<file path="src/include/video_params.svh">
// Video output parameters

`ifndef VIDEO_PARAMS_SVH
`define VIDEO_PARAMS_SVH

// number of palette entries in the colour RAM
`define VIDEO_CRAM_DEPTH 256

// APB register map
`define VIDEO_ADDR_CTRL 12'h000

// CRAM window, entry n lives at base + 4n
`define VIDEO_ADDR_CRAM 12'h400

// cycles from pixel input to colour output
`define VIDEO_LATENCY 2

`endif

</file>
<file path="src/design/video_pkg.sv">
// Video output types

`default_nettype none

`include "video_params.svh"

package video_pkg;

	// one palette entry, per channel a coarse level and a fine intensity
	// fine selects one of eight PWM dither patterns
	typedef struct packed
	{
		logic [1:0] r_coarse;
		logic [2:0] r_fine;
		logic [1:0] g_coarse;
		logic [2:0] g_fine;
		logic [1:0] b_coarse;
		logic [2:0] b_fine;
	} pal_entry_t;

	// palette index, wide enough for the whole CRAM
	typedef logic [$clog2(`VIDEO_CRAM_DEPTH)-1:0] pix_index_t;

endpackage

`default_nettype wire

</file>
<file path="src/design/video_pixel_sel.sv">
// Video pixel selector

`default_nettype none
`timescale 1ns/1ns

module video_pixel_sel
	import video_pkg::*;
(
	input  wire             clk,
	input  wire             reset,
	input  wire             vga_on,
	input  wire             hires,
	input  wire             pix_en,
	input  wire             start_out,
	input  wire       [7:0] tv_data,
	input  wire       [7:0] vga_data,
	input  wire             tv_hblank,
	input  wire             tv_vblank,
	input  wire             vga_hblank,
	input  wire             vga_line,
	output pix_index_t      pix_idx,
	input  wire pal_entry_t pix_entry,
	output pal_entry_t      entry,
	output logic            blank_q,
	output logic            line_q
);

	logic       last_low_q;
	logic       sel_low;
	logic [3:0] nibble;
	logic       blank;

	// start forces the high nibble, otherwise each pix_en flips the last choice
	assign sel_low = pix_en ? (start_out ? 1'b0 : ~last_low_q) : last_low_q;
	assign nibble  = sel_low ? vga_data[3:0] : vga_data[7:4];

	// hires pixels use palette entries F0..FF
	assign pix_idx = vga_on ? (hires ? {4'hf, nibble} : vga_data) : tv_data;

	assign blank = vga_on ? (vga_hblank | tv_vblank) : (tv_hblank | tv_vblank);

	always_ff @(posedge clk)
	begin
		if (reset)
			last_low_q <= 1'b1;
		else
			last_low_q <= sel_low;
	end

	// flags follow the CRAM read by one cycle
	always_ff @(posedge clk)
	begin
		if (reset)
		begin
			blank_q <= 1'b0;
			line_q  <= 1'b0;
		end
		else
		begin
			blank_q <= blank;
			line_q  <= vga_line;
		end
	end

	assign entry = blank_q ? '0 : pix_entry;

endmodule

`default_nettype wire

</file>
<file path="config.mk">
export PLATFORM = sky130hd
export DESIGN_NAME = video_pixel_sel
export DESIGN_NICKNAME = d
export VERILOG_FILES = /design/src/design/video_pkg.sv /design/src/design/video_pixel_sel.sv
export VERILOG_INCLUDE_DIRS = /design/src /design/src/include
export SDC_FILE = /design/constraint.sdc
export NUM_CORES = 1
export LEC_CHECK = 0
export BUFFER_PORTS_ARGS = -buffer_cell sky130_fd_sc_hd__buf_2
export CAP_MARGIN = 20
export CORE_MARGIN = 4
export CORE_UTILIZATION = 26
export DETAILED_ROUTE_END_ITERATION = 6
export PLACE_DENSITY = 0.86
export SLEW_MARGIN = 20
export SYNTH_ARGS = -nofsm -noshare
export SYNTH_HDL_FRONTEND = slang
export SYNTH_SLANG_ARGS = --single-unit
</file>
<file path="constraint.sdc">
create_clock -name clk -period 1.3 [get_ports clk]
set_input_delay 0.195 -clock clk [delete_from_list [all_inputs] [get_ports clk]]
set_output_delay 0.195 -clock clk [all_outputs]
set_load 0.005 [all_outputs]
</file>
# Word level (Yosys, flattened, before mapping)
# Cells that the tools add are included.
[op_classes]
mux = 7
bitwise = 3
[ops]
columns = ["op", "n"]
rows = [
  ["$mux W8", 2],
  ["$mux W15", 1],
  ["$mux W4", 1],
  ["$mux W1", 3],
  ["$or A1 B1 Y1", 2],
  ["$not A1 Y1", 1],
]
[word_totals]
word_cells = 13
out_inout_bits = 25
reg_bits = 3

# Logic depth before layout (Yosys ltp)
[logic_depth]
depth_word = 6
mapped_depth = 4
mapped_depth_nobuf = 3

# Worst setup path after synthesis
# Ideal clock, no wire load.
[synth_path]
path_kind = "flip-flop to output port"
start = "register last_low_q"
end = "output pix_idx[0]"
path_buffers = 0
required_time_ns = 1.105
arrival_time_ns = 0.905
setup_slack_ns = 0.200
path_stages_with_launch = 4
path_cell_list = "dfxtp_1 or3b_4 nand4_1 a31oi_1"
[synth_between]
elab_chain_len = 6
[synth_rtl]
columns = ["element", "line_no", "rtl"]
rows = [
  ["start, declared", "video_pixel_sel.sv:28", "logic last_low_q;"],
  ["start signal, assigned", "video_pixel_sel.sv:47", "last_low_q <= sel_low;"],
  ["$not A1 Y1", "video_pixel_sel.sv:34", "assign sel_low = pix_en ? (start_out ? 1'b0 : ~last_low_q) : last_low_q;"],
  ["$mux W1", "video_pixel_sel.sv:34", ""],
  ["$mux W1 *", "video_pixel_sel.sv:34", ""],
  ["$mux W4 *", "video_pixel_sel.sv:35", "assign nibble = sel_low ? vga_data[3:0] : vga_data[7:4];"],
  ["$mux W8 * (2 in series)", "video_pixel_sel.sv:38", "assign pix_idx = vga_on ? (hires ? {4'hf, nibble} : vga_data) : tv_data;"],
  ["end, declared", "video_pixel_sel.sv:21", "output pix_index_t pix_idx,"],
]
# Every way passes the cells marked *; elsewhere a longest branch is shown, timed or not.

# Final worst setup path
# Same ends and word-level chain as after synthesis.

==> impl_results.rst <==
.. list-table::
   :header-rows: 1

   * - Metric
     - Value
   * - Placer's final routability congestion estimate
     - 0.7172
   * - Total negative setup slack
     - -744.0 ps
   * - Instance area after placement
     - 721.9 um2
   * - Worst-case register-to-register setup slack
     - 310 ps
   * - Commonest non-fill, non-tap cells in the layout
     - 65 x buf_2, 17 x nor2b_1, 13 x nor2_1
   * - TritonRoute pass-1 iters
     - 4
   * - Largest cells by area after synthesis
     - nor2b_1 27%, dfxtp_1 15%, nor2_1 13%
   * - Post-Synthesis Cells
     - 60
   * - Post-layout net count
     - between 150 and 200
   * - Antenna violations before repair
     - 0
   * - Most area-hungry cell type in the Yosys netlist
     - nor2b_1
   * - CTS tree
     - built
   * - Clock latency reported for the late side of the worst-skew pair
     - 230 ps
   * - Highest attainable clock frequency
     - ~670 MHz
   * - Final cycle utilization of the critical path
     - 115.4%
   * - Number of standard-cell rows in the floorplan
     - 13
   * - First-pass GRT wire length
     - 2187 um
   * - DRC violations left
     - 0
   * - Final worst clock skew
     - 0 ps
   * - Count of pins on the block boundary
     - 66
   * - Layout filler cell count
     - 144
   * - Violations in the final reports
     - negative setup slack
   * - Power per Cell Area
     - around 640 nW/um2
   * - Overflow left after global routing
     - 0
   * - Count of hold-fix buffers inserted at cts
     - 0
   * - Wirelength, routed
     - roughly 1600 um
   * - Post-Synthesis Mean Instance Area
     - 6.485 um2
   * - Final critical delay including setup and external delays
     - 1500 ps
   * - Number of synthesized register bits
     - 3
   * - Total global routing track utilization
     - 14.30%
   * - Non-filler cells, final
     - ~140
   * - H-tree depth
     - 1
   * - Clock Tree Root
     - clkbuf_4
   * - Maximum Capacitance Violations
     - 0
   * - Most common cell after layout, fill and taps aside
     - buf_2
   * - Yosys cell types
     - 17
   * - Minimum setup slack in the final design
     - -199.7 ps
   * - Max-Slew Margin vs Limit
     - around four fifths
   * - Maximum number of pins on one net before global-route repair
     - 19
   * - Endpoint class of the critical path
     - output port
   * - Detailed-route via count
     - 683
   * - Routed wire length per instance
     - 11.67 um
   * - Count of nets left with antenna violations after detail routing
     - 0
   * - Transition time at the pin with the least slew margin
     - 278.3 ps
   * - Area of the die
     - about 2200 um2
   * - Setup-violating endpoint count in the final report
     - 4
   * - Hold violation count in the final report
     - 0
   * - YS warnings
     - 0
   * - Instance count after placement with tap cells included
     - 137
   * - Area of all placed cells without fillers
     - 759.5 um2
   * - Drt via density
     - between 4 and 5
   * - Worst Path Max Fanout
     - 5
   * - Worst supply voltage drop on vdd
     - 0.0002264 V
   * - Clock Sink Count
     - 3
   * - Clock slew seen by the registers of the worst setup and hold paths
     - roughly 40 ps
   * - Startpoint kind of the worst setup timing path
     - register
   * - Half-perimeter wire length after detailed placement
     - 1458 um
   * - Hold Crit Class
     - input pin to register
   * - Number of DRC violations after detailed-routing iteration 0
     - 10
   * - Sequential element share of the synthesized area
     - 15.43%
   * - Port Buffers
     - 65
   * - Chip Width
     - between 40 and 50 um
   * - Arrival time of data at the critical path endpoint
     - 1300 ps
   * - Post-synthesis cell area
     - 389.1 um2
   * - Leakage
     - 0.4236 nW
   * - Number of global-route vias before repair
     - 553
   * - Net count after synthesis
     - between 100 and 150
   * - Total count of max-transition violations in the final report
     - 0
   * - Final-layout worst hold slack
     - 148.9 ps
   * - Area of the core
     - 1350 um2
   * - Startpoint-to-endpoint class of the critical path
     - register to output port
   * - Area Growth Syn to Fin
     - 95.18%
   * - DIE HEIGHT
     - 46.69 um
   * - Setup repair after global routing missed its margin
     - yes
   * - Run status
     - finished with violations
   * - Initial Util
     - 28.82%
   * - Number of clock buffers inserted by TritonCTS
     - 3
   * - Ratio of cells with drive above 1 in the final layout
     - 57.94%
   * - Share of Yosys cell area claimed by the top area cell type
     - 27.33%
   * - Worst Path Required
     - 1110 ps
   * - Maximum number of buffers from clock root to sink
     - 2
   * - Antenna cells
     - 0
-- through the flow --
stage                     total power [mW]  utilization [%]  setup WS, ps
final                               0.4841            56.26        -199.7
after global routing                0.5220            56.26        -264.1
after CTS                           0.4919            56.16        -200.3
after detailed placement            0.3220            53.48        -16.54
after global placement              0.3154            53.48         56.34
after floorplan                     0.2003                -         199.7
-- repair_timing --
item,CTS,global route
resized for setup,3,1
endpoints found under the setup margin,4,19
pin swaps,7,1
setup buffers,0,0
-- cell families (layout without fill, tap and decap cells) --
| family | Yosys count | count (layout) | share of synthesized area [%] |
|---|---|---|---|
| flip-flops | 3 | 3 | 15.43 |
| AND/OR/NAND/NOR | 39 | 39 | 57.56 |
| buffers and inverters | 5 | 71 | 5.785 |
| AO/OA/AOI/OAI | 13 | 13 | 21.22 |
-- worst paths after layout --
path / startpoint / to / depth (start not counted)
worst max-delay path: last_low_q / pix_idx[0] / 4
worst min-delay path: reset / blank_q / 2
worst max register to register: last_low_q / last_low_q / 2
worst min register to register: last_low_q / last_low_q / 2
-- metal layers --
metal  wire (um)  track usage, %  vias up  part of all wire (%)
met5           0               0        -                     0
met4          14           8.287        0                  0.85
met3         339           2.344        2                    21
met2         818           29.12       54                    50
met1         472           12.59      285                    29
li1            -               -      342                     -
-- synth_stat cells --
master    number
inv_1          1
clkbuf_1       1
and2b_1        1
nor2_1        13
a21oi_1        4
a211oi_1       1
or3_1          1
buf_2          2
dfxtp_1        3
clkbuf_2       1
nor2b_1       17
o31ai_1        4
nand4_1        4
a31oi_1        4
nand2b_1       1
or3b_4         1
nor3b_2        1
-- where the power goes --
group | internal (mW) | leakage, nW | total [mW] | switching, mW
clock | 0.115 | 0.0150 | 0.163 | 0.0484
sequential | 0.0994 | 0.0254 | 0.112 | 0.0122
combinational | 0.121 | 0.383 | 0.209 | 0.0882
total | 0.335 | 0.424 | 0.484 | 0.149
-- worst max-delay path: stages (launching register included) --
cell and delay (ps):
dfxtp_4 350, nor3b_4 260, o31ai_1 120, a31oi_1 200, buf_2 140
-- sequential cells by signal (all words and copies together) (netlist names) --
register,flops
line_q,1
blank_q,1
last_low_q,1
-- area by class of cell --
cell class                 instances  area, um2  share of cell area, %
sequential                         3      65.06                  8.567
clock buffer                       4      26.28                  3.460
tap                               15      18.77                  2.471
timing repair buffer              66      332.8                  43.82
multi-input combinational         52      312.8                  41.19
inverter                           1      3.754                 0.4942
(Power assumes the default switching activity.)
