**src/include/video_params.svh**
```systemverilog
// Video output parameters

`ifndef VIDEO_PARAMS_SVH
`define VIDEO_PARAMS_SVH

// number of palette entries in the colour RAM
`define VIDEO_CRAM_DEPTH 256

// APB register map
`define VIDEO_ADDR_CTRL 12'h000

// CRAM window, entry n lives at base + 4n
`define VIDEO_ADDR_CRAM 12'h400

// cycles from pixel input to colour output
`define VIDEO_LATENCY 2

`endif

```
**src/design/video_pkg.sv**
```systemverilog
// Video output types

`default_nettype none

`include "video_params.svh"

package video_pkg;

	// one palette entry, per channel a coarse level and a fine intensity
	// fine selects one of eight PWM dither patterns
	typedef struct packed
	{
		logic [1:0] r_coarse;
		logic [2:0] r_fine;
		logic [1:0] g_coarse;
		logic [2:0] g_fine;
		logic [1:0] b_coarse;
		logic [2:0] b_fine;
	} pal_entry_t;

	// palette index, wide enough for the whole CRAM
	typedef logic [$clog2(`VIDEO_CRAM_DEPTH)-1:0] pix_index_t;

endpackage

`default_nettype wire

```
**src/design/video_dither.sv**
```systemverilog
// Video PWM dither stage

`default_nettype none
`timescale 1ns/1ns

module video_dither
	import video_pkg::*;
(
	input  wire             clk,
	input  wire             reset,
	input  wire             vga_on,
	input  wire pal_entry_t entry,
	input  wire             blank_q,
	input  wire             line_q,
	output logic      [1:0] vred,
	output logic      [1:0] vgrn,
	output logic      [1:0] vblu
);

	logic [2:0] phase_cnt;
	logic [2:0] phase;

	// dither pattern per fine intensity, bit n is used at phase n
	function automatic logic [7:0] pwm_pattern(input logic [2:0] fine);
		case (fine)
			3'd0:    return 8'h00;
			3'd1:    return 8'h01;
			3'd2:    return 8'h41;
			3'd3:    return 8'h45;
			3'd4:    return 8'ha5;
			3'd5:    return 8'ha7;
			3'd6:    return 8'hd7;
			default: return 8'hdf;
		endcase
	endfunction

	// coarse plus one on set phases, saturating at 3
	function automatic logic [1:0] dith_level(
		input logic [1:0] coarse,
		input logic [2:0] fine,
		input logic [2:0] ph
	);
		logic [7:0] pat;
		pat = pwm_pattern(fine);
		if (pat[ph] && (coarse != 2'd3))
			return coarse + 2'd1;
		return coarse;
	endfunction

	always_ff @(posedge clk)
	begin
		if (reset)
			phase_cnt <= 3'd0;
		else
			phase_cnt <= phase_cnt + 3'd1;
	end

	// in VGA the line parity spreads the pattern over two doubled lines
	assign phase = vga_on ? {line_q, phase_cnt[1:0]} : phase_cnt;

	always_ff @(posedge clk)
	begin
		if (reset || blank_q)
		begin
			vred <= 2'd0;
			vgrn <= 2'd0;
			vblu <= 2'd0;
		end
		else
		begin
			vred <= dith_level(entry.r_coarse, entry.r_fine, phase);
			vgrn <= dith_level(entry.g_coarse, entry.g_fine, phase);
			vblu <= dith_level(entry.b_coarse, entry.b_fine, phase);
		end
	end

endmodule

`default_nettype wire

```
**config.mk**
```make
export PLATFORM = sky130hd
export DESIGN_NAME = video_dither
export DESIGN_NICKNAME = d
export VERILOG_FILES = /design/src/design/video_pkg.sv /design/src/design/video_dither.sv
export VERILOG_INCLUDE_DIRS = /design/src /design/src/include
export SDC_FILE = /design/constraint.sdc
export NUM_CORES = 1
export LEC_CHECK = 0
export ABC_AREA = 1
export BUFFER_PORTS_ARGS = -buffer_cell sky130_fd_sc_hd__buf_2
export CORE_UTILIZATION = 37
export CTS_CLUSTER_SIZE = 30
export DETAILED_ROUTE_END_ITERATION = 16
export PLACE_DENSITY = 0.76
export SYNTH_ARGS = -nofsm -noshare
export SYNTH_HDL_FRONTEND = slang
export SYNTH_SLANG_ARGS = --single-unit
```
**constraint.sdc**
```tcl
create_clock -name clk -period 1.3 [get_ports clk]
set_input_delay 0.195 -clock clk [delete_from_list [all_inputs] [get_ports clk]]
set_output_delay 0.195 -clock clk [all_outputs]
set_load 0.005 [all_outputs]
```
-- After elaboration in Yosys (flattened, before gate mapping)
Cells that the tools add are included.
- $add $sub $neg: 4
- eq/ne operators: 21
- reductions and logical operators: 7
- magnitude comparators: 1
- multiplexer cells: 25
- operators with widths (operator ; number):
    8-bit one-hot mux with 7 select lines ; 3
    3-bit == test, second input constant ; 9
    8-bit 2-to-1 mux ; 3
    3-bit by 2-bit == test with 1-bit output, second input constant ; 6
    2-bit 2-to-1 mux ; 6
    1-bit binary-select mux with 3-bit select ; 3
    3-bit by 1-bit == test with 1-bit output, second input constant ; 3
    3-bit zero test ; 3
    1-bit 2-to-1 mux ; 9
    2-bit by 1-bit adder with 2-bit output, second input constant ; 3
    2-bit != test, second input constant ; 3
    3-bit by 4-bit less-than comparator with 1-bit output, second input constant ; 1
    3-bit by 1-bit adder with 3-bit output, second input constant ; 1
    1-bit logical AND ; 3
    3-bit 2-to-1 mux ; 1
    1-bit logical OR ; 1
- output and inout port bits: 6
- word-level logic and storage cells: 62
- register bits after elaboration: 9
- input port bits: 20

-- Depth between registers and ports, before layout
- depth after elaboration: 9
- gate-level depth with buffers: 9
- gate-level depth less buffers: 9

-- Least setup slack after synthesis
OpenSTA, ideal clock, no wires.
- kind: reg2reg
- start: register phase_cnt[0]
- end: register vblu[0]
- clock period less this slack: 1.116 ns
- arrival time: 1.001 ns
- library setup time: 0.115 ns
- cell stages (with the launch flop): 7
- setup slack: 0.184 ns
- path buffers: 0
- data required time: 1.185 ns
- path through: dfxtp_1 inv_2 or2_0 nand3_2 nand2_2 a21oi_1 nor2_1
- longest elaborated chain between the ends: 7
- ends and longest elaborated chain (item ; RTL line ; RTL):
    start: declaration ; video_dither.sv:20 ; logic [2:0] phase_cnt;
    start signal: assignment ; video_dither.sv:55 ; phase_cnt <= phase_cnt + 3'd1;
    3-bit 2-to-1 mux ; video_dither.sv:59 ; assign phase = vga_on ? {line_q, phase_cnt[1:0]} : phase_cnt;
    1-bit binary-select mux with 3-bit select ; video_dither.sv:45 ; if (pat[ph] && (coarse != 2'd3))
    1-bit 2-to-1 mux (implied by the code) ; video_dither.sv:45 ;
    1-bit logical AND ; video_dither.sv:45 ;
    1-bit 2-to-1 mux ; video_dither.sv:45 ;
    1-bit 2-to-1 mux ; video_dither.sv:63 ; if (reset || blank_q)
    2-bit 2-to-1 mux ; video_dither.sv:47 ; return coarse;
    end signal: assignment ; video_dither.sv:73 ; vblu <= dith_level(entry.b_coarse, entry.b_fine, phase);
    end: declaration ; video_dither.sv:17 ; output logic [1:0] vblu
No other way between the ends. The select of a mux whose other input is x is not followed.
A chain may end at the register's enable or synchronous reset.

-- Worst setup path after layout
- start: register phase_cnt[2]
- end: register vblu[1]
Same word-level chain as after synthesis.

==> flow_metrics.env <==
export IMPL_status="finished, violations left"
export IMPL_failed_checks="design-rule violations"
export IMPL_p_comb_share_pct=29.6
export IMPL_layout_nets=158
export IMPL_rows=14
export IMPL_cts_hold_buffers=0
export IMPL_synth_distinct_cells=14
export IMPL_min_from="reset"
export IMPL_crit_fanout=4
export IMPL_r2r_end="vblu[1]"
export IMPL_multi_input_area_sq_um=376.6
export IMPL_clk_pin_slew_ns=0.06
export IMPL_grt_busiest_layer="met2"
export IMPL_drc=4
export IMPL_syn2layout_area_growth_pct=28.71
export IMPL_gr_usage_met3_pct=5.532
export IMPL_synth_top_family_by_area="simple AND/OR/NAND/NOR gates"
export IMPL_stdcell_area_sq_um=813.3
export IMPL_overflow=0
export IMPL_start_util_pct=40.53
export IMPL_io_buffers=25
export IMPL_grt_pass1_vias=661
export IMPL_p_int_mw=0.5118
export IMPL_p_leak_nw=0.4840
export IMPL_yosys_area_share_adder_pct=7.921
export IMPL_cp_arrival_ns=1.29
export IMPL_synth_mux_area_share_pct=0
export IMPL_cts_root_buf="clkbuf_4"
export IMPL_cts_made_buffers=3
export IMPL_yosysTopAreaCell="dfxtp_1"
export IMPL_synth_edff_count=0
export IMPL_crit_type="register to register"
export IMPL_power_frac_clock_pct=28.7
export IMPL_cts_sinks=9
export IMPL_grt_pass1_wl_microns=2421
export IMPL_synth_compound_gate_area_share_pct=6.733
export IMPL_worstMarginPinSlew_ns=0.4240
export IMPL_rsz0062_at_grt="no"
export IMPL_fp_dieW_microns=43.33
export IMPL_r2r_start="phase_cnt[2]"
export IMPL_period_minus_slack_ns=1.140
export IMPL_synth_warning_count=0
export IMPL_min_to="phase_cnt[0]"
export IMPL_post_drt_wl_per_cell_microns=9.174
export IMPL_antenna_found_initial=0
export IMPL_final_hold_violation_count=0
export IMPL_place_gp_congestion=0.8853
export IMPL_setup_tns_ns=0
export IMPL_dr_pass1_iters=10
export IMPL_clock_latency_ns=0.26
export IMPL_synthesis_area_sq_um=631.9
export IMPL_setup_violations=0
export IMPL_cp_start_kind="register"
export IMPL_synthesis_nets=127
export IMPL_grt_usage_pct=17.25
export IMPL_drtIter0Drc=18
export IMPL_fin_worst_skew_ns=0.001304
export IMPL_seqCellArea_sq_um=182.7
export IMPL_switching_share_pct=31.17
export IMPL_grt_start_max_net_pins=7
export IMPL_htree_levels=1
export IMPL_fmax_mhz=876.9
export IMPL_met2_usage_pct=29.70
export IMPL_ff2ff_path_depth=9
export IMPL_die_area_sq_um=1877
export IMPL_synth_xor_area_share_pct=1.386
export IMPL_synth_flop_cell="dfxtp_1"
export IMPL_ant_nets=0
export IMPL_relSlewSlack_pct=71.63
export IMPL_num_antenna_cells=0
export IMPL_post_drt_via_cell_ratio=4.752
export IMPL_crit_required_ns=1.45
export IMPL_hp_class="input pin to register"
export IMPL_synthTopCellsByCount="27 x nand2_1, 19 x inv_1, 15 x nand3_1"
export IMPL_ir_drop_uv=451.6
export IMPL_p_switching_mw=0.2317
export IMPL_routed_wl_microns=1367
export IMPL_num_vias=708
export IMPL_avgSynthCellArea_sq_um=6.135
export IMPL_cts_tree="done"
export IMPL_synth_top_area_share_pct=28.51
export IMPL_async_flop_share_pct=0
export IMPL_yosys_top_cells_area="dfxtp_1 29%, nand2_1 16%, nand3_1 12%"
export IMPL_p_per_area_nw_per_um2=914.2
export IMPL_coreArea_sq_um=1559
export IMPL_use_met1_pct=19.33
export IMPL_dpl_hpwl_microns=1138
export IMPL_drive_gt1_share_pct=27.07
export IMPL_synth_seq_cells=9
export IMPL_drv_cap=0
export IMPL_pwr_share_seq_pct=41.7
export IMPL_worstHoldPathCells=2
export IMPL_r2r_setup_slack_ns=0.16
export IMPL_finalCritPeriodShare_pct=87.72
export IMPL_place_area_sq_um=784.5
export IMPL_cp_end_kind="register"
export IMPL_fillers=155
export IMPL_fin_hold_ws_ns=0.1264
export IMPL_syn_inst=103
export IMPL_clockBufferDepth=2
export IMPL_yosysMostFrequentCell="nand2_1"
export IMPL_drv_slew=0
export IMPL_io_pins=26
export IMPL_synth_simple_area_share_pct=43.56
export IMPL_seq_area_frac_synth_pct=28.51
export IMPL_die_h_microns=43.33
[per-layer routing]
layer	routed length, microns	vias up
met3	83	2
met1	633	303
met4	11	0
met5	0	-
met2	638	18
li1	-	385
[state kept, by name (all words and copies together), names as in the netlist]
signal,cells
phase_cnt,3
vred,2
vgrn,2
vblu,2
[kinds of logic (layout without fill, tap and decap cells)]
| family | after synthesis | in the layout |
|---|---|---|
| compound gates | 8 | 8 |
| flops | 9 | 9 |
| fa+ha+maj | 4 | 4 |
| buf+inv | 20 | 50 |
| xor+xnor | 1 | 1 |
| simple gates | 61 | 61 |
[worst max-delay path, cell delays in order (launching register included)]
cell     delay (ns)
dfxtp_1        0.36
inv_1          0.05
nand2_1        0.09
nand2_1        0.10
nand2_1        0.09
nand3_2        0.08
nand2_2        0.10
nand3_1        0.07
nand2_1        0.06
nor2_1         0.04
[how the worst max path moves through the flow]
stage | slack [ns] | cells after the start | start | end
2_1_floorplan | 0.18 | 6 | phase_cnt[0] | vblu[0]
3_3_place_gp | 0.17 | 7 | phase_cnt[1] | vblu[0]
3_5_place_dp | 0.13 | 6 | phase_cnt[0] | vblu[1]
4_1_cts | 0.1 | 6 | phase_cnt[0] | vblu[1]
5_1_grt | 0.03 | 7 | phase_cnt[2] | vblu[0]
6_report | 0.16 | 9 | phase_cnt[2] | vblu[1]
[cell usage in the layout (no fill, tap or decap), drive strengths merged]
| cell | netlist | layout |
|---|---|---|
| clkbuf | 0 | 4 |
| nand2 | 29 | 29 |
| or2 | 2 | 2 |
| buf | 0 | 26 |
| ha | 4 | 4 |
| nand3 | 17 | 17 |
| nand4 | 2 | 2 |
| o21bai | 1 | 1 |
| xnor2 | 1 | 1 |
| inv | 20 | 20 |
| a21oi | 7 | 7 |
| nor2 | 11 | 11 |
| dfxtp | 9 | 9 |
[through the flow]
stage / instances / setup WS (ns) / total power [mW] / util [%]
2_1_floorplan: 103 / 0.1843 / 0.4566 / -
3_3_place_gp: 145 / 0.1680 / 0.5277 / 50.32
3_5_place_dp: 145 / 0.1261 / 0.5354 / 50.32
4_1_cts: 149 / 0.09784 / 0.7508 / 52.01
5_1_grt: 149 / 0.03136 / 0.8044 / 52.17
6_report: 149 / 0.1597 / 0.7435 / 52.17
[power groups by stage]
stage | combinational (mW) | sequential [mW] | clock (mW)
finish | 0.220 | 0.310 | 0.213
global placement | 0.214 | 0.314 | 0
detailed placement | 0.221 | 0.315 | 0
CTS | 0.222 | 0.309 | 0.220
global route | 0.257 | 0.312 | 0.235
floorplan | 0.140 | 0.317 | 0
[layout make-up]
class	count	area share, %
tap	16	2.462
multi-input combinational	74	46.31
inverter	20	9.231
clock buffer	4	3.231
sequential	9	22.46
timing repair buffer	26	16.31
[what timing repair did]
| item | 4_1_cts | 5_1_grt |
|---|---|---|
| gates resized for setup | 0 | 2 |
| setup endpoints to repair | 0 | 4 |
| setup buffers | 0 | 0 |
(Power assumes the default switching activity.)
