===== config.mk =====
export PLATFORM = sky130hd
export DESIGN_NAME = video_regs
export DESIGN_NICKNAME = d
export VERILOG_FILES = /design/src/design/video_pkg.sv /design/src/design/video_regs.sv
export VERILOG_INCLUDE_DIRS = /design/src /design/src/include
export SDC_FILE = /design/constraint.sdc
export NUM_CORES = 1
export LEC_CHECK = 0
export BUFFER_PORTS_ARGS = -buffer_cell sky130_fd_sc_hd__buf_2
export CAP_MARGIN = 15
export CORE_AREA = 2 2 53 55
export DETAILED_ROUTE_END_ITERATION = 6
export DIE_AREA = 0 0 55 57
export PLACE_DENSITY = 0.78
export SYNTH_ARGS = -nofsm -noshare
export SYNTH_HDL_FRONTEND = slang
export SYNTH_SLANG_ARGS = --single-unit

===== constraint.sdc =====
create_clock -name clk -period 1.42 [get_ports clk]
set_input_delay 0.142 -clock clk [delete_from_list [all_inputs] [get_ports clk]]
set_output_delay 0.142 -clock clk [all_outputs]
set_load 0.03 [all_outputs]

===== src/include/video_params.svh =====
// Video output parameters

`ifndef VIDEO_PARAMS_SVH
`define VIDEO_PARAMS_SVH

// number of palette entries in the colour RAM
`define VIDEO_CRAM_DEPTH 256

// APB register map
`define VIDEO_ADDR_CTRL 12'h000

// CRAM window, entry n lives at base + 4n
`define VIDEO_ADDR_CRAM 12'h400

// cycles from pixel input to colour output
`define VIDEO_LATENCY 2

`endif


===== src/design/video_pkg.sv =====
// Video output types

`default_nettype none

`include "video_params.svh"

package video_pkg;

	// one palette entry, per channel a coarse level and a fine intensity
	// fine selects one of eight PWM dither patterns
	typedef struct packed
	{
		logic [1:0] r_coarse;
		logic [2:0] r_fine;
		logic [1:0] g_coarse;
		logic [2:0] g_fine;
		logic [1:0] b_coarse;
		logic [2:0] b_fine;
	} pal_entry_t;

	// palette index, wide enough for the whole CRAM
	typedef logic [$clog2(`VIDEO_CRAM_DEPTH)-1:0] pix_index_t;

endpackage

`default_nettype wire


===== src/design/video_regs.sv =====
// Video APB register block

`default_nettype none
`timescale 1ns/1ns

`include "video_params.svh"

module video_regs
	import video_pkg::*;
(
	input  wire         clk,
	input  wire         reset,
	input  wire  [11:0] paddr,
	input  wire         psel,
	input  wire         penable,
	input  wire         pwrite,
	input  wire  [31:0] pwdata,
	output logic [31:0] prdata,
	output logic        pready,
	output logic        pslverr,
	output logic        vga_on,
	output logic        hires,
	output logic        cram_we,
	output pix_index_t  cram_addr,
	output pal_entry_t  cram_wdata,
	input  wire pal_entry_t cram_rdata
);

	logic        apb_xfer;
	logic        ctrl_hit;
	logic        cram_hit;
	logic [11:0] cram_off;

	// no wait states
	assign pready = 1'b1;

	assign apb_xfer = psel & penable & pready;

	// offset into the CRAM window, wraps below the base so it misses
	assign cram_off = paddr - `VIDEO_ADDR_CRAM;
	assign ctrl_hit = (paddr == `VIDEO_ADDR_CTRL);
	assign cram_hit = (cram_off < 12'(4 * `VIDEO_CRAM_DEPTH));

	assign pslverr = apb_xfer & ~(ctrl_hit | cram_hit);

	// address is live in the setup phase so the registered read lands in access
	assign cram_addr  = cram_off[$bits(pix_index_t)+1:2];
	assign cram_we    = apb_xfer & pwrite & cram_hit;
	assign cram_wdata = pal_entry_t'(pwdata[$bits(pal_entry_t)-1:0]);

	// mode bits
	always_ff @(posedge clk)
	begin
		if (reset)
		begin
			vga_on <= 1'b0;
			hires  <= 1'b0;
		end
		else if (apb_xfer && pwrite && ctrl_hit)
		begin
			vga_on <= pwdata[0];
			hires  <= pwdata[1];
		end
	end

	// read data mux
	always_comb
	begin
		prdata = 32'd0;
		if (ctrl_hit)
			prdata = {30'd0, hires, vga_on};
		else if (cram_hit)
			prdata = {{(32 - $bits(pal_entry_t)){1'b0}}, cram_rdata};
	end

endmodule

`default_nettype wire


== After elaboration in Yosys (flattened, before gate mapping) ==
Index checks and enable logic that the tools add are counted.
Word-level totals
  memories kept: 0
  output and inout bits: 60
  register bits: 2
  latch bits: 0
  ROM bits: 0
  RAM bits: 0
  word-level logic and storage cells: 15
  bits of input ports: 64
Operators by class
  $lt $le $gt $ge: 1
  multiplexer cells: 2
  $mul: 0
  add/subtract/negate cells: 1
  bitwise gates (word level): 6
  shift operators: 0
  divide/modulo/power cells: 0
  reduce and logical (&&, ||, !) cells: 3
  equal/unequal tests: 0
Operators by type and width (number)
  15-bit 2-to-1 mux: 2
  12-bit zero test: 1
  12-bit by 11-bit less-than comparator with 1-bit output, second input constant: 1
  12-bit by 11-bit subtractor with 12-bit output, second input constant: 1
  1-bit AND: 4
  1-bit logical AND: 2
  1-bit NOT: 1
  1-bit bitwise OR: 1

== Depth between registers and ports, before layout ==
Gate-level depths: netlist (run 1).
  depth after elaboration: 5
  mapped depth: 3
  depth with buffers taken out: 3

== Worst setup path after synthesis (run 1) ==
Ideal clock, no wire load.
  path kind: in2out
  start: input paddr[10]
  end: output prdata[0]
  path buffers: 0
  setup slack: -0.041 ns
  data arrival time: 1.319 ns
  data required time: 1.278 ns
  cell stages on the path: 3
  cell sequence: or4_1 nor3_1 a22o_1
Between the ends
  longest elaborated chain between the ends: 4
  elaborated cells between the ends (all ways): 5
  classes of those cells: add/sub (1); order compare (1); mux (2); reduce/logical (1)
Ends and longest elaborated chain
  from (decl): line video_regs.sv:13  | input wire [11:0] paddr,
  12-bit by 11-bit subtractor with 12-bit output (no line)
  12-bit by 11-bit less-than comparator with 1-bit output: line video_regs.sv:42  | assign cram_hit = (cram_off < 12'(4 * `VIDEO_CRAM_DEPTH));
  15-bit 2-to-1 mux: line video_regs.sv:72  | else if (cram_hit)
  15-bit 2-to-1 mux *: line video_regs.sv:70  | if (ctrl_hit)
  to (decl): line video_regs.sv:18  | output logic [31:0] prdata,
Mark *: on every way between the ends. The rest lies on a longest branch, timed or not.

== Final worst setup path (run 1) ==
  start: input paddr[4]
  end: output prdata[1]
Same word-level chain as after synthesis.

==> flow_summary.toml, run 1 <==
[sta]
fin_setup_tns_ps = -114
fmax_ghz = 0.683
skew_ps = 0
min_period_over_period_pct = 103
hold_viol = 0
finalSetupViolCount = 3
layout_min_cycle_time_ps = 1470
finalWorstSetupSlack_ps = -45.2
drv_slew = 0
rsz0062_at_grt = "true"

[placement]
port_buffers = 62
dp_hpwl_um = 1330
gp_congestion = 0.672

[worst_setup_path]
r2r_start = "vga_on"
r2r_end = "vga_on"
crit_type = "input port to primary output"
ff2ff_path_depth = 2
cp-end-kind = "primary output"
path_max_fanout = 3
worstPathArrival_ps = 1320
required_ps = 1280
reg2reg_slack_ps = 790
worstSetupStartpointType = "input port"

[yosys]
synth_top_family_by_area = "buffers and inverters"
ys_top_cells_by_area = "buf_4 52%, and2_1 14%, dfxtp_1 6.8%"
synth_xor_area_share_pct = 0
ys_ff_latch = 2
synth_area_leader_cell = "buf_4"
netlist_area_sq_um = 587
synth_seq_area_share_pct = 6.82
synth_compound_area_share_pct = 2.99
synth_simple_gate_area_share_pct = 32.4
synth_cell_type_count = 16
synthAdderAreaFrac_pct = 0
muxShareOfSynthArea_pct = 3.41
yosysWarnings = 0
syn_inst = 77
synth_top_cell_area_share_pct = 52.5
syn_avg_cell_area_sq_um = 7.62

[clock_network]
cts_buffer_depth = 2
worstSkewPairLatency_ps = 230
cts_sinks = 2
clk_pin_slew_ps = 30
cts_buffers = 3
cts_hold_buf = 0
htreeDepth = 1
cts_root_buf = "clkbuf_4"
cts_tree = "built"

[finish]
final_layout_size_suffix_gt1_share_pct = 65.0
fillers = 296
final_common_cell = "buf_2"
final_core_util_pct = 30.8
n_antenna_cell = 0
synthToLayoutAreaGrowth_pct = 37.1
final_nets = 186
final_cell_mix = "56 x buf_2, 18 x conb_1, 13 x and2_1"

[outcome]
failed_checks = "negative setup slack"
status = "finished, violations left"

[grt]
use_met1_pct = 7.07
grt_use_met2_pct = 18.7
grt.total_usage_pct = 9.52
grt_max_degree = 14
grt-ovfl-total = 0
grt_busiest_layer = "met2"
grt_util_met3_pct = 3.93
grt_pass1_wl_um = 2080
antenna_found_initial = 0
first_global_vias = 513

[routing]
routed_via_density = 3.95
drt_iter0_markers = 2
post_drt_wl_per_cell_um = 10.1
drc = 0
ant_nets = 0
vias = 596
dr.pass1.iters = 2
wl_um = 1530

[floorplan]
std_cell_rows = 19
dieArea_sq_um = 3140
core_area_sq_um = 2620
die_h_um = 57
die_x_um = 55
initial_core_util_pct = 22.4
io_pins = 124

[worst_hold_path]
hold_path_depth = 3
worst_hold_path_type = "input port to register"
hold_end = "hires"
hp-start = "pwdata[1]"

[pwr]
powerDensity_nw_per_um2 = 559
total_leakage_power_nw = 0.479
irDropWorstVdd_mv = 0.298

[run]
drv_cap = 0
worst max-delay path by stage:
stage	slack, ps	end	cells after the start	start
4_1_cts	-80	prdata[1]	6	paddr[1]
3_5_place_dp	-170	prdata[1]	6	paddr[10]
2_1_floorplan	30	prdata[0]	3	paddr[10]
5_1_grt	-100	prdata[1]	6	paddr[4]
3_3_place_gp	-160	prdata[1]	6	paddr[10]
6_report	-50	prdata[1]	6	paddr[4]
worst max-delay path: stages:
cell and delay, ps:
buf_6 90, or4_4 530, nor3_2 180, buf_4 150, a22o_4 110, buf_6 120
layer usage:
metal	routed length, um	vias to the layer above
met2	821	59
met5	0	-
met3	275	2
met4	17	0
met1	410	259
li1	-	276
cells by family (layout without fill, tap and decap cells):
logic type,after synthesis,in the layout
and+or+nand+nor,27,27
AOI/OAI and AO/OA,2,2
other,2,18
buffers and inverters,42,69
muxes,2,2
DFF,2,2
layout make-up:
type                            count  area, sq um  area share [%]
Sequential cell                     2         40.0            4.98
Timing Repair Buffer               66          374            46.5
Tap cell                           31         38.8            4.82
Clock buffer                        3         22.5            2.80
Multi-Input combinational cell     49          329            40.9
per-stage QoR:
stage | setup WS, ps | power [mW] | instances | hold WS [ps] | area, sq um
floorplan | 25.9 | 0.347 | 93 | 297 | 649
global route | -105 | 0.485 | 151 | 213 | 805
global placement | -164 | 0.303 | 148 | 284 | 717
finish | -45.2 | 0.449 | 151 | 186 | 805
CTS | -80.7 | 0.456 | 151 | 181 | 798
detailed placement | -169 | 0.305 | 148 | 284 | 717
cell usage after synthesis:
cell and count:
and2_1 13, nor2b_1 1, a22o_1 2, nand2b_1 4
or4_4 2, or4_1 1, nor4_4 1, dfxtp_1 2
clkbuf_1 1, conb_1 2, nor3_1 2, nand3_1 1
nor3b_1 1, buf_4 41, nand2_1 1, mux2i_1 2
timing repair:
item	in CTS	in global routing
pin swaps	3	4
endpoints found under the setup margin	3	3
gates resized for setup	13	1
buffers inserted	0	0
power breakdown:
part / leakage (nW) / internal, mW / switching (mW)
Clock: 0.0138 / 0.0936 / 0.0365
Sequential: 0.0161 / 0.0566 / 0.00000179
Combinational: 0.449 / 0.0869 / 0.176
sequential cells by signal, indices dropped and copies added (netlist names):
| register | flops |
|---|---|
| hires | 1 |
| vga_on | 1 |
Power figures use the tool's default switching activity.
==> run 2, diff against run 1 <==
Settings changed: SKIP_LAST_GASP set to 1.
==> run 2 against run 1 <==
The flow still finishes with violations (negative setup slack). Cell area unchanged. Flip-flop and latch count unchanged. Cell count unchanged. Global-route usage decreased by 0.052 points. Critical endpoint unchanged. Clock skew unchanged. Critical path depth unchanged. Via count unchanged. Highest routed layer unchanged.
==> flow_summary.toml, run 2 (same netlist as run 1, synthesis figures left out) <==
[finish]
fillers = 296
final_cell_mix = "56 x buf_2, 18 x conb_1, 13 x and2_1"
reg_top3 = "hires x1, vga_on x1"
n_antenna_cell = 0
final_layout_size_suffix_gt1_share_pct = 65.0
synthToLayoutAreaGrowth_pct = 37.1
final_common_cell = "buf_2"
final_nets = 186

[routing]
dr.pass1.iters = 2
wl_um = 1530
vias = 596
drt_iter0_markers = 2
ant_nets = 0
drc = 0
routed_via_density = 3.95
post_drt_wl_per_cell_um = 10.1

[floorplan]
std_cell_rows = 19
core_area_sq_um = 2620
dieArea_sq_um = 3140
initial_core_util_pct = 22.4
die_x_um = 55
die_h_um = 57
io_pins = 124

[worst_hold_path]
hold_end = "hires"
hold_path_depth = 3
worst_hold_path_type = "input port to register"
hp-start = "pwdata[1]"

[clock_network]
cts_tree = "built"
cts_buffer_depth = 2
cts_root_buf = "clkbuf_4"
clk_pin_slew_ps = 30
worstSkewPairLatency_ps = 230
cts_sinks = 2
htreeDepth = 1
cts_setup_buffers = 0
cts_hold_buf = 0
cts_buffers = 3

[grt]
grt.total_usage_pct = 9.47
grt-ovfl-total = 0
grt_pass1_wl_um = 2060
grt_max_degree = 14
first_global_vias = 509
antenna_found_initial = 0

[sta]
min_period_over_period_pct = 103
fmax_ghz = 0.683
fin_setup_tns_ps = -114
skew_ps = 0
rsz0062_at_grt = "true"
worst_hold_slack_ps = 186
hold_viol = 0
drv_slew = 0
layout_min_cycle_time_ps = 1470
finalSetupViolCount = 3
finalWorstSetupSlack_ps = -45.2

[worst_setup_path]
cp-end-kind = "primary output"
reg2reg_slack_ps = 790
worstSetupStartpointType = "input port"
required_ps = 1280
crit_type = "input port to primary output"
path_max_fanout = 3
worstPathArrival_ps = 1320
r2r_start = "vga_on"
ff2ff_path_depth = 2
r2r_end = "vga_on"

[run]
drv_cap = 0

[pwr]
total_leakage_power_nw = 0.479
powerDensity_nw_per_um2 = 559
irDropWorstVdd_mv = 0.298

[outcome]
failed_checks = "negative setup slack"
status = "finished, violations left"

[placement]
dp_hpwl_um = 1330
port_buffers = 62
gp_congestion = 0.672
[run 2: timing repair]
item / 4_1_cts / 5_1_grt
pin swaps: 3 / 4
gates resized for setup: 12 / 2
setup endpoints to repair: 3 / 16
[run 2: layout make-up]
| type | count | area (sq um) | area share, % |
|---|---|---|---|
| Tap cell | 31 | 38.8 | 4.82 |
| Timing Repair Buffer | 66 | 374 | 46.5 |
| Multi-Input combinational cell | 49 | 329 | 40.9 |
| Clock buffer | 3 | 22.5 | 2.80 |
| Sequential cell | 2 | 40.0 | 4.98 |
[run 2: how the worst max path moves through the flow]
stage                   start         to  cells after the start
floorplan           paddr[10]  prdata[0]                      3
CTS                  paddr[1]  prdata[1]                      6
detailed placement  paddr[10]  prdata[1]                      6
finish               paddr[4]  prdata[1]                      6
global route         paddr[4]  prdata[1]                      6
global placement    paddr[10]  prdata[1]                      6
[run 2: critical path, stage by stage]
cell    delay (ps)
buf_6           90
or4_4          530
nor3_2         180
buf_4          150
a22o_4         110
buf_6          120
[run 2: routing by layer]
| layer | global-route usage [%] | up-vias | part of all wire [%] |
|---|---|---|---|
| met3 | 3.93 | 2 | 18 |
| met2 | 18.7 | 59 | 54 |
| li1 | - | 276 | - |
| met4 | 5.23 | 0 | 1.1 |
| met1 | 6.91 | 259 | 27 |
| met5 | 0 | - | 0 |
[run 2: stage by stage]
step                      cell area (sq um)  instances  setup slack (ps)  total power, mW  utilization [%]
after floorplan                         649         93              25.9            0.347                -
after global placement                  717        148              -164            0.303             27.4
after detailed placement                717        148              -169            0.305             27.4
after CTS                               796        151             -81.3            0.455             30.4
after global routing                    805        151              -105            0.485             30.8
final                                   805        151             -45.2            0.449             30.8
[run 2: report_power, final]
| group | internal, mW | switching, mW |
|---|---|---|
| sequential | 0.0566 | 0.00000179 |
| clock | 0.0936 | 0.0365 |
| combinational | 0.0869 | 0.176 |
| total | 0.237 | 0.212 |
==> run 3, diff against run 2 <==
==> constraint.sdc (replaced) <==
create_clock -name clk -period 1.42 [get_ports clk]
set_input_delay 0.284 -clock clk [delete_from_list [all_inputs] [get_ports clk]]
set_output_delay 0.284 -clock clk [all_outputs]
set_load 0.03 [all_outputs]
==> run 3 against run 2 <==
The run still ends with negative setup slack left. Cell count is 3.3% higher. Setup slack worse by 310 ps. Flip-flop and latch count stayed put. Critical endpoint is now prdata[0]. Largest power group unchanged.
==> flow_summary.toml, run 3 (same netlist as run 1, synthesis figures left out) <==
[sta]
layout_min_cycle_time_ps = 1770
drv_slew = 0
rsz0062_at_grt = "true"
hold_viol = 0
fin_setup_tns_ps = -1130
fmax_ghz = 0.564
finalWorstSetupSlack_ps = -354
skew_ps = 0
min_period_over_period_pct = 125
finalSetupViolCount = 5

[clock_network]
cts_setup_buffers = 0
cts_buffer_depth = 2
cts_tree = "built"
cts_sinks = 2
clk_pin_slew_ps = 30
htreeDepth = 1
cts_buffers = 3
cts_root_buf = "clkbuf_4"
cts_hold_buf = 0
worstSkewPairLatency_ps = 220

[routing]
wl_um = 1490
drc = 0
post_drt_wl_per_cell_um = 9.55
ant_nets = 0
routed_via_density = 3.81
vias = 594
dr.pass1.iters = 2
drt_iter0_markers = 9

[finish]
fillers = 275
reg_top3 = "hires x1, vga_on x1"
final_cell_area_sq_um = 897
seq_area_sq_um = 40.0
final_cell_mix = "45 x buf_2, 18 x conb_1, 18 x buf_4"
final_common_cell = "buf_2"
n_antenna_cell = 0
synthToLayoutAreaGrowth_pct = 52.9
final_layout_size_suffix_gt1_share_pct = 67.2
final_nets = 191
stdcell_count = 156
multi_input_area_sq_um = 345

[worst_setup_path]
r2r_start = "vga_on"
worstPathArrival_ps = 1490
worstSetupStartpointType = "input port"
cp-end-kind = "primary output"
reg2reg_slack_ps = 810
required_ps = 1140
crit_type = "input port to primary output"
path_max_fanout = 3
r2r_end = "vga_on"
ff2ff_path_depth = 2

[grt]
grt_max_degree = 10
grt_pass1_wl_um = 1920
antenna_found_initial = 0
grt.total_usage_pct = 8.49
first_global_vias = 476
grt-ovfl-total = 0

[outcome]
status = "finished, violations left"
failed_checks = "negative setup slack"

[worst_hold_path]
hold_end = "vga_on"
hold_path_depth = 3
worst_hold_path_type = "input port to register"
hp-start = "pwdata[0]"

[placement]
place_area_sq_um = 787
place_inst = 152
port_buffers = 62
dp_hpwl_um = 1280
place_ws_ps = -439
gp_congestion = 0.621

[floorplan]
initial_core_util_pct = 22.4
core_area_sq_um = 2620
io_pins = 124
die_h_um = 57
dieArea_sq_um = 3140
std_cell_rows = 19
die_x_um = 55

[pwr]
irDropWorstVdd_mv = 0.485
powerDensity_nw_per_um2 = 520
total_leakage_power_nw = 0.523
p_total_uw = 466

[run]
drv_cap = 0
run 3: cell count changes in the layout (fill, tap and decap cells not counted), sizes merged:
cell  previous run  this run
buf             66        71
run 3: metrics by stage:
| stage | util (%) | hold slack, ps |
|---|---|---|
| after floorplan | - | 439 |
| after global placement | 30.1 | 496 |
| after detailed placement | 30.1 | 506 |
| after CTS | 33.1 | 334 |
| after global routing | 34.3 | 338 |
| final | 34.3 | 340 |
run 3: worst max path at each step:
stage / from / to / cells after the start
global route: paddr[8] / prdata[0] / 5
finish: paddr[8] / prdata[0] / 5
floorplan: paddr[10] / prdata[0] / 3
CTS: paddr[8] / prdata[0] / 5
global placement: paddr[10] / prdata[1] / 5
detailed placement: paddr[10] / prdata[0] / 5
run 3: area by class of cell:
type	count	share of cell area (%)
clock buffer	3	2.51
sequential	2	4.46
multi-input combinational	49	38.5
timing repair buffer	71	50.2
tap	31	4.32
run 3: repair_timing:
item / CTS / global route
resized for setup: 19 / 10
pin swaps: 6 / 3
setup endpoints to repair: 17 / 18
cloned: 0 / 1
run 3: worst max-delay path: stages:
cell    delay, ps
buf_6          90
or4_4         540
nor3_4        290
a22o_4        160
buf_6         120
run 3: power breakdown:
| group | internal (mW) | total, mW | switching (mW) | leakage [nW] |
|---|---|---|---|---|
| Sequential | 0.0567 | 0.0567 | 0.00000151 | 0.0161 |
| Clock | 0.0929 | 0.122 | 0.0294 | 0.0138 |
| Combinational | 0.105 | 0.287 | 0.182 | 0.493 |
| Total | 0.255 | 0.466 | 0.212 | 0.523 |
run 3: layer usage:
| metal | global-route usage [%] | vias up | share of wire (%) |
|---|---|---|---|
| li1 | - | 283 | - |
| met1 | 7.57 | 257 | 31 |
| met2 | 16.0 | 52 | 55 |
| met3 | 3.14 | 2 | 13 |
| met4 | 3.83 | 0 | 0.34 |
| met5 | 0 | - | 0 |
